==> src/include/sat_defines.svh <==
// sizing macros for the 3-SAT flip-candidate stage
// literals per clause, variable address, flip index and break-count widths

`ifndef SAT_DEFINES_SVH
`define SAT_DEFINES_SVH

// literals per clause, equal to the number of candidate flips
`define SAT_NSAT 3

// variable address width, one literal is this plus a negated bit
`define SAT_VAR_WIDTH 11

// enough bits to count 0 .. SAT_NSAT-1
`define SAT_IDX_WIDTH 2

// break count as returned by the external table
`define SAT_BREAK_WIDTH 8

`endif

==> src/rtl/sat_pkg.sv <==
// shared types for the flip-candidate stage
// literal, clause, flip candidate, flip result and scanner state

`default_nettype none

`include "sat_defines.svh"

package sat_pkg;

    typedef struct packed {
        logic                          negated;   // polarity, 1 = negated literal
        logic [`SAT_VAR_WIDTH-1:0]     var_addr;  // variable address
    } literal_t;                                  // 12 bits

    typedef literal_t [`SAT_NSAT-1:0] clause_t;   // element 0 in the low bits

    typedef struct packed {
        logic [`SAT_IDX_WIDTH-1:0]     index;     // which literal is flipped
        literal_t                      flipped;   // chosen literal, polarity inverted
        literal_t [`SAT_NSAT-2:0]      rest;      // remaining literals, original order
    } flip_cand_t;                                // 38 bits

    typedef struct packed {
        clause_t                       clause;      // rewritten clause, flip in slot 0
        logic [`SAT_IDX_WIDTH-1:0]     index;       // winning flip index
        logic [`SAT_BREAK_WIDTH-1:0]   break_count; // its break count
    } flip_result_t;                                // 46 bits

    typedef enum logic {
        SCAN_IDLE,                                // waiting for a clause
        SCAN_RUN                                  // stepping through the literals
    } scan_state_t;

endpackage

`default_nettype wire

==> src/rtl/clause_scanner.sv <==
// clause_scanner
// latches a broken clause and walks its literals, one flip candidate per cycle
// also presents the candidate's variable address to the break-count table

`timescale 1ns/1ps
`default_nettype none

`include "sat_defines.svh"

module clause_scanner
    import sat_pkg::*;
(
    input  wire                         clk,
    input  wire                         reset,
    input  wire                         clause_valid_i,  // one-cycle strobe
    input  wire clause_t                clause_i,
    output flip_cand_t                  cand_o,          // current candidate flip
    output logic                        cand_valid_o,
    output logic                        cand_last_o,     // candidate index is the last one
    output logic [`SAT_VAR_WIDTH-1:0]   var_addr_o,      // table lookup address
    output logic                        busy_o
);

    localparam logic [`SAT_IDX_WIDTH-1:0] LAST_IDX = `SAT_IDX_WIDTH'(`SAT_NSAT - 1);

    scan_state_t                 state_q;
    logic [`SAT_IDX_WIDTH-1:0]   idx_q;     // literal being flipped
    clause_t                     clause_q;  // latched clause
    literal_t                    sel_lit;   // literal at idx_q
    logic                        accept;    // strobe taken this cycle

    assign busy_o       = (state_q == SCAN_RUN);
    assign cand_valid_o = busy_o;                           // one candidate per busy cycle
    assign cand_last_o  = busy_o && (idx_q == LAST_IDX);

    // new clause allowed when idle or on the last candidate, so clauses can run back to back
    assign accept = clause_valid_i && (!busy_o || cand_last_o);

    always_ff @(posedge clk) begin
        if (reset) begin
            state_q <= SCAN_IDLE;
            idx_q   <= '0;
        end else begin
            case (state_q)
                SCAN_IDLE: begin
                    if (accept) begin
                        state_q <= SCAN_RUN;  // first candidate next cycle
                        idx_q   <= '0;
                    end
                end
                SCAN_RUN: begin
                    if (accept) begin
                        idx_q   <= '0;        // reload straight from the last cycle
                    end else if (cand_last_o) begin
                        state_q <= SCAN_IDLE;
                        idx_q   <= '0;
                    end else begin
                        idx_q   <= idx_q + 1'b1;
                    end
                end
                default: begin
                    state_q <= SCAN_IDLE;
                    idx_q   <= '0;
                end
            endcase
        end
    end

    // clause payload only moves on an accepted strobe
    always_ff @(posedge clk) begin
        if (accept) begin
            clause_q <= clause_i;
        end
    end

    assign sel_lit = clause_q[idx_q];

    // candidate: indexed literal with inverted polarity, then the other two in order
    always_comb begin
        cand_o.index            = idx_q;
        cand_o.flipped.negated  = ~sel_lit.negated;        // the actual flip
        cand_o.flipped.var_addr = sel_lit.var_addr;
        for (int r = 0; r < `SAT_NSAT - 1; r++) begin
            if (r < int'(idx_q)) begin
                cand_o.rest[r] = clause_q[r];               // literals before the flip
            end else begin
                cand_o.rest[r] = clause_q[r + 1];           // skip over the flipped slot
            end
        end
    end

    assign var_addr_o = cand_o.flipped.var_addr;            // table answers in the same cycle

endmodule

`default_nettype wire

==> src/rtl/flip_selector.sv <==
// flip_selector
// keeps the lowest break count seen for the current clause and its index
// reports the winner in the last candidate cycle, lower index wins on ties

`timescale 1ns/1ps
`default_nettype none

`include "sat_defines.svh"

module flip_selector (
    input  wire                           clk,
    input  wire                           reset,
    input  wire                           cand_valid_i,   // candidate present this cycle
    input  wire                           cand_last_i,    // last candidate of the clause
    input  wire [`SAT_IDX_WIDTH-1:0]      cand_index_i,
    input  wire [`SAT_BREAK_WIDTH-1:0]    break_count_i,  // table answer for this candidate
    output logic                          sel_valid_o,    // pulse, winner is final
    output logic [`SAT_IDX_WIDTH-1:0]     sel_index_o,
    output logic [`SAT_BREAK_WIDTH-1:0]   sel_break_o
);

    logic [`SAT_BREAK_WIDTH-1:0]  min_break_q;  // running minimum
    logic [`SAT_IDX_WIDTH-1:0]    min_idx_q;    // index that produced it
    logic                         first_cand;   // index 0 restarts the search
    logic                         take_cur;     // current candidate beats the held one
    logic [`SAT_BREAK_WIDTH-1:0]  best_break;
    logic [`SAT_IDX_WIDTH-1:0]    best_idx;

    assign first_cand = (cand_index_i == '0);

    // strict less-than keeps the earlier index on a tie
    assign take_cur = first_cand || (break_count_i < min_break_q);

    assign best_break = take_cur ? break_count_i : min_break_q;
    assign best_idx   = take_cur ? cand_index_i  : min_idx_q;

    always_ff @(posedge clk) begin
        if (reset) begin
            min_break_q <= '1;
            min_idx_q   <= '0;
        end else if (cand_valid_i) begin
            min_break_q <= best_break;   // fold this candidate in
            min_idx_q   <= best_idx;
        end
    end

    // combinational result over stored minimum and live candidate
    assign sel_valid_o = cand_valid_i && cand_last_i;
    assign sel_index_o = best_idx;
    assign sel_break_o = best_break;

endmodule

`default_nettype wire

==> src/rtl/flip_unit_top.sv <==
// flip_unit_top
// flip-candidate stage of a local-search 3-SAT solver
// scanner -> selector -> temporal buffer, with the break-count table outside

`timescale 1ns/1ps
`default_nettype none

`include "sat_defines.svh"

module flip_unit_top
    import sat_pkg::*;
(
    input  wire                           clk,
    input  wire                           reset,
    input  wire                           clause_valid_i,  // broken clause strobe
    input  wire clause_t                  clause_i,
    input  wire [`SAT_BREAK_WIDTH-1:0]    break_count_i,   // table answer for var_addr_o
    output logic [`SAT_VAR_WIDTH-1:0]     var_addr_o,
    output logic                          cand_valid_o,
    output logic                          busy_o,
    output logic                          flip_valid_o,
    output flip_result_t                  flip_o
);

    flip_cand_t                   cand;        // current candidate
    logic                         cand_last;
    logic                         sel_valid;
    logic [`SAT_IDX_WIDTH-1:0]    sel_index;
    logic [`SAT_BREAK_WIDTH-1:0]  sel_break;

    clause_scanner u_scanner (
        .clk            (clk),
        .reset          (reset),
        .clause_valid_i (clause_valid_i),
        .clause_i       (clause_i),
        .cand_o         (cand),
        .cand_valid_o   (cand_valid_o),
        .cand_last_o    (cand_last),
        .var_addr_o     (var_addr_o),
        .busy_o         (busy_o)
    );

    flip_selector u_selector (
        .clk            (clk),
        .reset          (reset),
        .cand_valid_i   (cand_valid_o),
        .cand_last_i    (cand_last),
        .cand_index_i   (cand.index),
        .break_count_i  (break_count_i),
        .sel_valid_o    (sel_valid),
        .sel_index_o    (sel_index),
        .sel_break_o    (sel_break)
    );

    temporal_buffer u_buffer (
        .clk            (clk),
        .reset          (reset),
        .cand_valid_i   (cand_valid_o),
        .cand_i         (cand),
        .sel_valid_i    (sel_valid),
        .sel_index_i    (sel_index),
        .sel_break_i    (sel_break),
        .flip_valid_o   (flip_valid_o),
        .flip_o         (flip_o)
    );

endmodule

`default_nettype wire

==> src/rtl/temporal_buffer.sv <==
// temporal_buffer
// one rewritten clause per flip index, written as candidates go by
// registers the clause of the selected flip along with its index and break count
// the last row is bypassed from the live candidate

`timescale 1ns/1ps
`default_nettype none

`include "sat_defines.svh"

module temporal_buffer
    import sat_pkg::*;
(
    input  wire                           clk,
    input  wire                           reset,
    input  wire                           cand_valid_i,  // write strobe for the candidate row
    input  wire flip_cand_t               cand_i,
    input  wire                           sel_valid_i,   // winner is known this cycle
    input  wire [`SAT_IDX_WIDTH-1:0]      sel_index_i,
    input  wire [`SAT_BREAK_WIDTH-1:0]    sel_break_i,
    output logic                          flip_valid_o,  // one-cycle pulse
    output flip_result_t                  flip_o         // held until the next pulse
);

    localparam logic [`SAT_IDX_WIDTH-1:0] LAST_IDX = `SAT_IDX_WIDTH'(`SAT_NSAT - 1);

    clause_t  rows_q [`SAT_NSAT];  // rows_q[i] = clause rewritten for flip i
    clause_t  cand_clause;         // live candidate as a clause
    clause_t  sel_clause;          // row picked for output

    // flipped literal goes in slot 0, the rest follow
    always_comb begin
        cand_clause[0] = cand_i.flipped;
        for (int r = 1; r < `SAT_NSAT; r++) begin
            cand_clause[r] = cand_i.rest[r - 1];
        end
    end

    // row write in the candidate cycle
    always_ff @(posedge clk) begin
        if (cand_valid_i) begin
            rows_q[cand_i.index] <= cand_clause;
        end
    end

    // last row is still being written now, so read it off the candidate
    assign sel_clause = (sel_index_i == LAST_IDX) ? cand_clause : rows_q[sel_index_i];

    always_ff @(posedge clk) begin
        if (reset) begin
            flip_valid_o <= 1'b0;
        end else begin
            flip_valid_o <= sel_valid_i;      // one cycle after selection
        end
    end

    always_ff @(posedge clk) begin
        if (sel_valid_i) begin
            flip_o.clause      <= sel_clause;
            flip_o.index       <= sel_index_i;
            flip_o.break_count <= sel_break_i;
        end
    end

endmodule

`default_nettype wire

==> config.mk <==
export PLATFORM = sky130hd
export DESIGN_NAME = flip_unit_top
export DESIGN_NICKNAME = d
export VERILOG_FILES = /design/src/rtl/sat_pkg.sv /design/src/rtl/clause_scanner.sv /design/src/rtl/flip_selector.sv /design/src/rtl/flip_unit_top.sv /design/src/rtl/temporal_buffer.sv
export VERILOG_INCLUDE_DIRS = /design/src /design/src/include
export SDC_FILE = /design/constraint.sdc
export NUM_CORES = 1
export LEC_CHECK = 0
export ABC_AREA = 0
export BUFFER_PORTS_ARGS = -buffer_cell sky130_fd_sc_hd__buf_2
export CAP_MARGIN = 20
export CORE_AREA = 8 8 169 171
export DETAILED_ROUTE_END_ITERATION = 10
export DIE_AREA = 0 0 177 179
export GPL_TIMING_DRIVEN = 0
export SYNTH_ARGS = -nofsm -noshare
export SYNTH_HDL_FRONTEND = slang
export SYNTH_SLANG_ARGS = --single-unit
==> constraint.sdc <==
create_clock -name clk -period 5.72 [get_ports clk]
set_input_delay 1.144 -clock clk [delete_from_list [all_inputs] [get_ports clk]]
set_output_delay 1.144 -clock clk [all_outputs]
set_load 0.02 [all_outputs]
* Word-level counts from Yosys, hierarchy flattened
Memory sizes are Yosys's and may differ from the RTL's. A register that Yosys moved wholly into a read port is not among the register bits. Cells that the tools add are included.
Storage, ports and cells: flip-flop bits (word level) 60, bits in latches 0, RAM bits 108, bits in read-only memories 0, output and inout bits 60, word-level logic and storage cells 46, memories kept 1
Memory list:
- u_buffer.rows_q | words 3, width 36, read ports 1, clocked after Yosys merged registers in 1, wr ports 1, RTL line temporal_buffer.sv:27 | clause_t rows_q [`SAT_NSAT];
Operators by class: add/sub/neg operators 1, multiply operators 0, divide/modulo/power cells 0, order comparisons 4, eq/ne operators 2, shift operators 0, mux-type cells 16, bitwise gates (word level) 2, reductions and logical operators 7
Operators with widths (count):
- $mux W12 | 3
- $bmux W12 S2 | 1
- $lt A8 B8 Y1 | 1
- $mux W2 | 4
- $mux W8 | 1
- $mux W1 | 5
- $lt A1 B2 Y1 const A | 2
- $pmux W2 S2 | 1
- $logic_and A1 B1 Y1 | 3
- $lt A2 B3 Y1 const B | 1
- $add A2 B1 Y2 const B | 1
- $eq A2 B2 Y1 const B | 1
- $logic_not A2 Y1 | 1
- $logic_or A1 B1 Y1 | 2
- $ne A2 B1 Y1 const B | 1
- $not A1 Y1 | 2
- $pmux W1 S2 | 1
- $logic_not A1 Y1 | 1

* Logic depth before layout (Yosys ltp)
Gate-level depths: netlist (run 1).
word-level depth 6, mapped depth 11, gate-level depth less buffers 8

* By module
A second synthesis (run 1) with hierarchy kept.
Unflattened totals: cell total of the unflattened synthesis 419, area total of the unflattened synthesis 8240.4 µm²
By module, submodules not included:
- temporal_buffer | instances 1, cells each 203, area an instance 5600.4 µm²
- clause_scanner | instances 1, cells each 133, area an instance 1890.6 µm²
- flip_selector | instances 1, cells each 83, area an instance 749.5 µm²

* Worst setup path before layout (run 1)
OpenSTA, ideal clock, no wires.
path type input to register, start input clause_valid_i, end register u_scanner.clause_q[0] (netlist bit), enable pin, setup time 0.485 ns, arrival time 3.810 ns, path slack 1.425 ns, stages on the path 1, path through a21boi_0
Between the ends: cells in the longest elaborated chain, start to end 1
Ends and longest elaborated chain:
- start, declared | RTL line flip_unit_top.sv:15 | input wire clause_valid_i,
- $logic_and A1 B1 Y1 | RTL line clause_scanner.sv:37 | assign accept = clause_valid_i && (!busy_o || cand_last_o);
- end signal, assigned | RTL line clause_scanner.sv:72 | clause_q <= clause_i;
- end, declared | RTL line clause_scanner.sv:28 | clause_t clause_q;
Every way passes these cells. A chain may end at the register's enable or synchronous reset.

==> impl_metrics.env, run 1 <==
export IMPL_grt_pass1_vias=5148
export IMPL_end_kind="output pin"
export IMPL_n_antenna_cell=0
export IMPL_yosys_warnings=0
export IMPL_vdd_drop_max_mv=0.183
export IMPL_routedWlPerCell_um=19.9
export IMPL_core_um2=25800
export IMPL_vias=5015
export IMPL_gp_congestion=0.754
export IMPL_synth_top_cell_by_area="edfxtp_1"
export IMPL_yosys_area_share_simple_pct=5.02
export IMPL_finClkSkew_ns=0.00726
export IMPL_drc=0
export IMPL_min_period_over_period_pct=74.1
export IMPL_synth_area_um2=8350
export IMPL_crit_type="reg -> out"
export IMPL_worstPathCellList="buf_2, clkbuf_1, nor2b_1, clkbuf_1, nand2_1, o21ai_0, buf_4, buf_2"
export IMPL_avgViaCountPerCell=4.90
export IMPL_grt_pass1_wl_um=30500
export IMPL_power_density_nw_per_um2=346
export IMPL_rows=59
export IMPL_ys_ff_latch=204
export IMPL_crit_arrival_ns=3.09
export IMPL_hpwlAfterDp_um=14100
export IMPL_placed_cells=983
export IMPL_path_max_fanout=10
export IMPL_cp_required_ns=4.58
export IMPL_final_min_clock_period_ns=4.24
export IMPL_synth_top_area_share_pct=68.3
export IMPL_dr_pass1_iters=4
export IMPL_tritoncts="yes"
export IMPL_start_util_pct=32.4
export IMPL_clock_sinks=204
export IMPL_syn_area_per_cell_um2=15.5
export IMPL_synth_compound_area_share_pct=13.0
export IMPL_synth_edf_count=190
export IMPL_grt_max_degree=56
export IMPL_drv_slew=0
export IMPL_drive_gt1_share_pct=32.8
export IMPL_maxCapViolations=0
export IMPL_setup_ws_ns=1.48
export IMPL_synth_distinct_cells=39
export IMPL_rsz0062_at_grt="no"
export IMPL_clk_latency_ns=0.50
export IMPL_htree_levels=1
export IMPL_ys_top_cells_by_area="edfxtp_1, dfxtp_1, mux2_2"
export IMPL_clkTransAtPathRegs_ns=0.06
export IMPL_syn_inst=538
export IMPL_crit_slowest_cell="clkbuf_1"
export IMPL_portBuffers=106
export IMPL_total_power_w=0.00351
export IMPL_cts_root_buffer="clkbuf_16"
export IMPL_setup_viol=0
export IMPL_outcome="completed"
export IMPL_dieArea_um2=31700
export IMPL_cts_buffers=22
export IMPL_synth_flop_cell="edfxtp_1"
export IMPL_post_cts_buffers=0
export IMPL_pin_count=107
export IMPL_synthMuxAreaShare_pct=5.07
export IMPL_nets=726
export IMPL_dp_slack_ns=1.97
export IMPL_track_usage_pct=12.6
export IMPL_synthXorXnorAreaFrac_pct=0
export IMPL_synth_common_cells="edfxtp_1, o21ai_0, nand2_1"
export IMPL_synthAdderAreaFrac_pct=1.05
export IMPL_slowest_delay_ns=0.49
export IMPL_critPathLaunchType="flop"
export IMPL_yosysMostFrequentCell="edfxtp_1"
export IMPL_syn_to_final_growth_pct=21.4
export IMPL_synth_async_reset_ratio_pct=0
export IMPL_die_h_um=179
export IMPL_synth_top_family_by_area="compound AO/OA/AOI/OAI gates"
export IMPL_yosysSeqAreaShare_pct=71.7
export IMPL_grt_overflow=0
export IMPL_fin_cells=1023
export IMPL_antenna_found_initial=0
export IMPL_cts_resized=0
export IMPL_die_w_um=177
export IMPL_leakage_nw=3.63
export IMPL_min_path_type="reg -> reg"
export IMPL_slew_headroom_pct=36.1
export IMPL_antenna_left=0
export IMPL_setup_tns_ns=0
export IMPL_drt_initial_drc_count=386
export IMPL_ctsHoldBuffers=0
export IMPL_cts_max_path_buffers=3
export IMPL_hold_viol_final=0
export IMPL_tightest_slew_ns=0.948
export IMPL_whs_ns=0.487
export IMPL_wirelength_um=20300
export IMPL_synth_net_count=592
export IMPL_fmax_mhz=236
[state kept, by name, indices dropped and copies added, names as in the netlist]
signal                  cells
u_buffer.flip_o            46
u_scanner.busy_o            1
u_scanner.clause_q         36
u_buffer.flip_valid_o       1
u_selector.min_break_q      8
u_selector.min_idx_q        2
u_scanner.idx_q             2
u_buffer.rows_q           108
[stage by stage]
stage                     utilization [%]  instance area [um^2]
after floorplan                         -                  8350
after global placement               36.1                  9300
after detailed placement             36.5                  9410
after CTS                            39.3                 10100
after global routing                 39.3                 10100
final                                39.3                 10100
[routing by layer]
layer  wire length [um]  global-route usage [%]  vias to the layer above
met4                346                    2.66                        0
met3               1260                    3.01                       25
li1                   -                       -                     2383
met2               9520                    20.2                      143
met5                  0                       0                        -
met1               9180                    17.1                     2464
[cell usage in the layout (no fill, tap or decap), types with 2 or more instances in the layout]
master / n
a21o_1: 2
edfxtp_1: 190
buf_1: 3
a21oi_1: 7
inv_1: 20
buf_16: 2
or3_1: 24
clkinv_2: 4
mux2_2: 24
buf_12: 2
a221o_1: 24
nor2b_1: 2
buf_2: 113
nor3b_1: 2
buf_4: 15
dfxtp_1: 14
mux2i_1: 13
buf_6: 5
a211o_1: 8
o221a_2: 24
clkinv_1: 3
nand2b_1: 2
a32oi_1: 12
o21ai_0: 38
clkbuf_16: 23
nor2_1: 21
bufinv_16: 2
clkbuf_8: 2
clkinvlp_4: 2
a211oi_1: 3
nand2_1: 31
ha_1: 7
o21ai_1: 10
clkbuf_1: 20
[critical path, delay by kind of cell (launching register included)]
| kind | cells | cell delay (ns) |
|---|---|---|
| flip-flops | 1 | 0.31 |
| AO/OA/AOI/OAI | 1 | 0.36 |
| buffers and inverters | 5 | 1.50 |
| AND/OR/NAND/NOR | 2 | 0.43 |
[final cells by class]
| type | count | area (um^2) |
|---|---|---|
| fillers | 2403 | 15600 |
| flip-flops and latches | 204 | 5990 |
| multi-input cells | 268 | 2030 |
| repair buffers | 110 | 626 |
| clock buffers | 29 | 618 |
| well taps | 335 | 419 |
| plain buffers | 46 | 275 |
| clock inverters | 11 | 106 |
| inverters | 20 | 75.1 |
[power by group]
group          internal [W]  leakage (nW)  total [W]  switching, W
clock              0.000850         0.351    0.00140      0.000555
combinational      0.000152          1.42   0.000370      0.000217
sequential          0.00171          1.87    0.00173     0.0000241
[path summary, 6_finish.rpt]
check	depth (start not counted)	end	start	slack, ns
setup / recovery	8	var_addr_o[4]	u_scanner.idx_q[1]	1.48
hold / removal	1	u_selector.min_break_q[4]	u_selector.min_break_q[4]	0.49
setup reg to reg	11	u_buffer.flip_o[33]	u_selector.min_break_q[7]	2.90
hold reg to reg	1	u_selector.min_break_q[4]	u_selector.min_break_q[4]	0.49
[cells by family after synthesis]
kind of cell / count (synthesis)
AOI/OAI and AO/OA: 136
buffers and inverters: 66
adders and majority gates: 7
DFF: 204
and+or+nand+nor: 87
muxes: 38
Note: power is estimated with default switching activity, not from simulation.
==> run 2: changes to the inputs <==
--- a/config.mk
+++ b/config.mk
@@ -6,12 +6,12 @@
 export SDC_FILE = /design/constraint.sdc
 export NUM_CORES = 1
 export LEC_CHECK = 0
-export ABC_AREA = 0
+export ABC_AREA = 1
 export BUFFER_PORTS_ARGS = -buffer_cell sky130_fd_sc_hd__buf_2
 export CAP_MARGIN = 20
-export CORE_AREA = 8 8 169 171
+export CORE_AREA = 8 8 174 176
 export DETAILED_ROUTE_END_ITERATION = 10
-export DIE_AREA = 0 0 177 179
+export DIE_AREA = 0 0 182 184
 export GPL_TIMING_DRIVEN = 0
 export SYNTH_ARGS = -nofsm -noshare
 export SYNTH_HDL_FRONTEND = slang
==> constraint.sdc (replaced) <==
create_clock -name clk -period 3.8 [get_ports clk]
set_input_delay 0.76 -clock clk [delete_from_list [all_inputs] [get_ports clk]]
set_output_delay 0.76 -clock clk [all_outputs]
set_load 0.02 [all_outputs]
==> run 2 against run 1 <==
Net effect:
- register-to-register slack worse by 2.0 ns
- highest routed layer unchanged
- die area is 5.7% higher
- clock power is 54% higher
- cell count is 29% higher
- critical endpoint is now var_addr_o[6]
==> impl_metrics.env, run 2 <==
export IMPL_synth_async_reset_ratio_pct=0
export IMPL_synth_distinct_cells=29
export IMPL_wirelength_um=22400
export IMPL_yosysSeqAreaShare_pct=67.1
export IMPL_gp_congestion=0.785
export IMPL_dieArea_um2=33500
export IMPL_ys_top_cells_by_area="edfxtp_1, nand2_1, nand3_1"
export IMPL_tightest_slew_ns=0.934
export IMPL_syn_inst=822
export IMPL_synth_edf_count=190
export IMPL_syn_to_final_growth_pct=20.6
export IMPL_yosys_warnings=0
export IMPL_setup_viol=0
export IMPL_placed_cells=1279
export IMPL_drc=0
export IMPL_drive_gt1_share_pct=22.8
export IMPL_hold_viol_final=0
export IMPL_drv_slew=0
export IMPL_tritoncts="yes"
export IMPL_rsz0062_at_grt="no"
export IMPL_final_min_clock_period_ns=3.57
export IMPL_dr_pass1_iters=5
export IMPL_crit_start="u_scanner.idx_q[1]"
export IMPL_r2r_start="u_scanner.idx_q[1]"
export IMPL_top_register="u_buffer.rows_q"
export IMPL_worstPathCellList="buf_2, nand2_1, clkbuf_1, o221ai_1, buf_4, buf_2"
export IMPL_holdPathEnd="u_scanner.clause_q[7]"
export IMPL_path_max_fanout=10
export IMPL_cts_resized=0
export IMPL_critPathLaunchType="flop"
export IMPL_maxCapViolations=0
export IMPL_hold_depth=1
export IMPL_track_usage_pct=13.2
export IMPL_fin_cells=1321
export IMPL_synth_flop_cell="edfxtp_1"
export IMPL_htree_levels=1
export IMPL_synth_top_area_share_pct=64.0
export IMPL_finClkSkew_ns=0.0227
export IMPL_min_path_type="in -> reg"
export IMPL_grt_overflow=0
export IMPL_yosysMostFrequentCell="nand2_1"
export IMPL_fmax_mhz=280
export IMPL_vias=6125
export IMPL_antenna_found_initial=0
export IMPL_routedWlPerCell_um=16.9
export IMPL_reg_largest_list="u_buffer.rows_q x108, u_buffer.flip_o x46, u_scanner.clause_q x36"
export IMPL_slowest_delay_ns=0.65
export IMPL_n_antenna_cell=0
export IMPL_outcome="completed"
export IMPL_post_cts_buffers=0
export IMPL_synth_common_cells="nand2_1, edfxtp_1, inv_1, nand3_1, o21ai_0"
export IMPL_power_density_nw_per_um2=498
export IMPL_crit_arrival_ns=2.81
export IMPL_synth_net_count=876
export IMPL_core_um2=27500
export IMPL_slew_headroom_pct=37.1
export IMPL_largest_register_ff_count=108
export IMPL_antenna_left=0
export IMPL_crit_slowest_cell="o221ai_1"
export IMPL_grt_pass1_vias=6110
export IMPL_total_power_w=0.00536
export IMPL_r2r_end="u_buffer.rows_q[2][23]"
export IMPL_register_area_um2=5990
export IMPL_grt_pass1_wl_um=35200
export IMPL_leakage_nw=4.60
export IMPL_crit_type="reg -> out"
export IMPL_avgViaCountPerCell=4.64
export IMPL_reg2reg_depth=6
export IMPL_rows=61
export IMPL_cts_max_path_buffers=3
export IMPL_grt_max_degree=30
export IMPL_clk_latency_ns=0.52
export IMPL_synth_area_um2=8920
export IMPL_drt_initial_drc_count=415
export IMPL_die_h_um=184
export IMPL_syn_area_per_cell_um2=10.8
export IMPL_cts_root_buffer="clkbuf_16"
export IMPL_nets=1012
export IMPL_cts_buffers=23
export IMPL_end_kind="output pin"
export IMPL_ctsHoldBuffers=0
export IMPL_multiInputGateArea_um2=2200
export IMPL_ys_ff_latch=204
export IMPL_cp_common_cell="buf_2"
export IMPL_start_util_pct=32.5
export IMPL_clkTransAtPathRegs_ns=0.06
export IMPL_clock_sinks=204
export IMPL_vdd_drop_max_mv=0.287
export IMPL_cp_required_ns=3.04
export IMPL_hp_start="clause_i[7]"
export IMPL_portBuffers=106
export IMPL_final_common_cell="nand2_1"
export IMPL_fillers=2689
export IMPL_die_w_um=182
export IMPL_hpwlAfterDp_um=15800
export IMPL_min_period_over_period_pct=93.9
export IMPL_final_cell_mix="nand2_1, edfxtp_1, buf_2, inv_1, nand3_1"
export IMPL_synth_top_cell_by_area="edfxtp_1"
export IMPL_pin_count=107
export IMPL_reg2reg_slack_ns=0.87
run 2: cell count changes after synthesis, moves of 23 or more:
cell / change
a221o_1: -24
inv_1: +92
mux2_2: -24
nand2_1: +196
nand2_2: +23
nand3_1: +112
o221a_2: -24
or3_1: -24
run 2: area by class of cell:
cell class                 count  share of cell area (%)
clock inverter                10                   0.954
tap                          346                    4.03
multi-input combinational    451                    20.5
sequential                   204                    55.7
timing repair buffer         111                    6.00
buffer                        51                    3.04
inverter                     116                    4.10
clock buffer                  32                    5.76
run 2: routing by layer:
metal,GRT usage (%),share of wire [%],routed length (um)
met3,2.39,6.0,1350
met5,0,0,0
met1,17.6,46,10200
met4,3.54,2.1,463
met2,22.0,46,10400
run 2: where the power goes:
part           internal, W  total (W)  switching (W)
Combinational     0.000201   0.000603       0.000402
Sequential         0.00258    0.00261      0.0000270
Clock              0.00127    0.00215       0.000873
Total              0.00405    0.00536        0.00130
run 2: kinds of logic (layout without fill, tap and decap cells):
kind of cell,after synthesis,in the layout,share of synthesized area (%)
AO/OA/AOI/OAI,62,62,4.24
adder cells (fa/ha/maj),7,7,0.982
buffers and inverters,167,320,8.60
flip-flops,204,204,67.1
AND/OR/NAND/NOR,382,382,19.1
run 2: how the worst max path moves through the flow:
stage                               end  cells after the start  slack [ns]
floorplan            u_buffer.flip_o[0]                      4        0.27
global placement    u_buffer.flip_o[17]                      4       -1.35
detailed placement        var_addr_o[5]                      6        0.79
CTS                       var_addr_o[5]                      6        0.23
global route              var_addr_o[5]                      6        0.09
finish                    var_addr_o[6]                      6        0.23
run 2: through the flow:
stage	utilization [%]	cell area, um^2	hold WS [ns]	TNS (ns)	setup slack, ns
after floorplan	-	8920	0.456	0	0.270
after global placement	36.0	9880	0.479	-140.84	-1.35
after detailed placement	36.5	10000	0.500	0	0.793
after CTS	39.1	10800	0.397	0	0.234
after global routing	39.1	10800	0.403	0	0.0924
final	39.1	10800	0.417	0	0.230
run 2: critical path: cells and delay by family, from the launching register on:
kind            cells  cell delay (ns)
buf+inv             4             0.97
simple gates        1             0.20
compound gates      1             0.65
flops               1             0.46
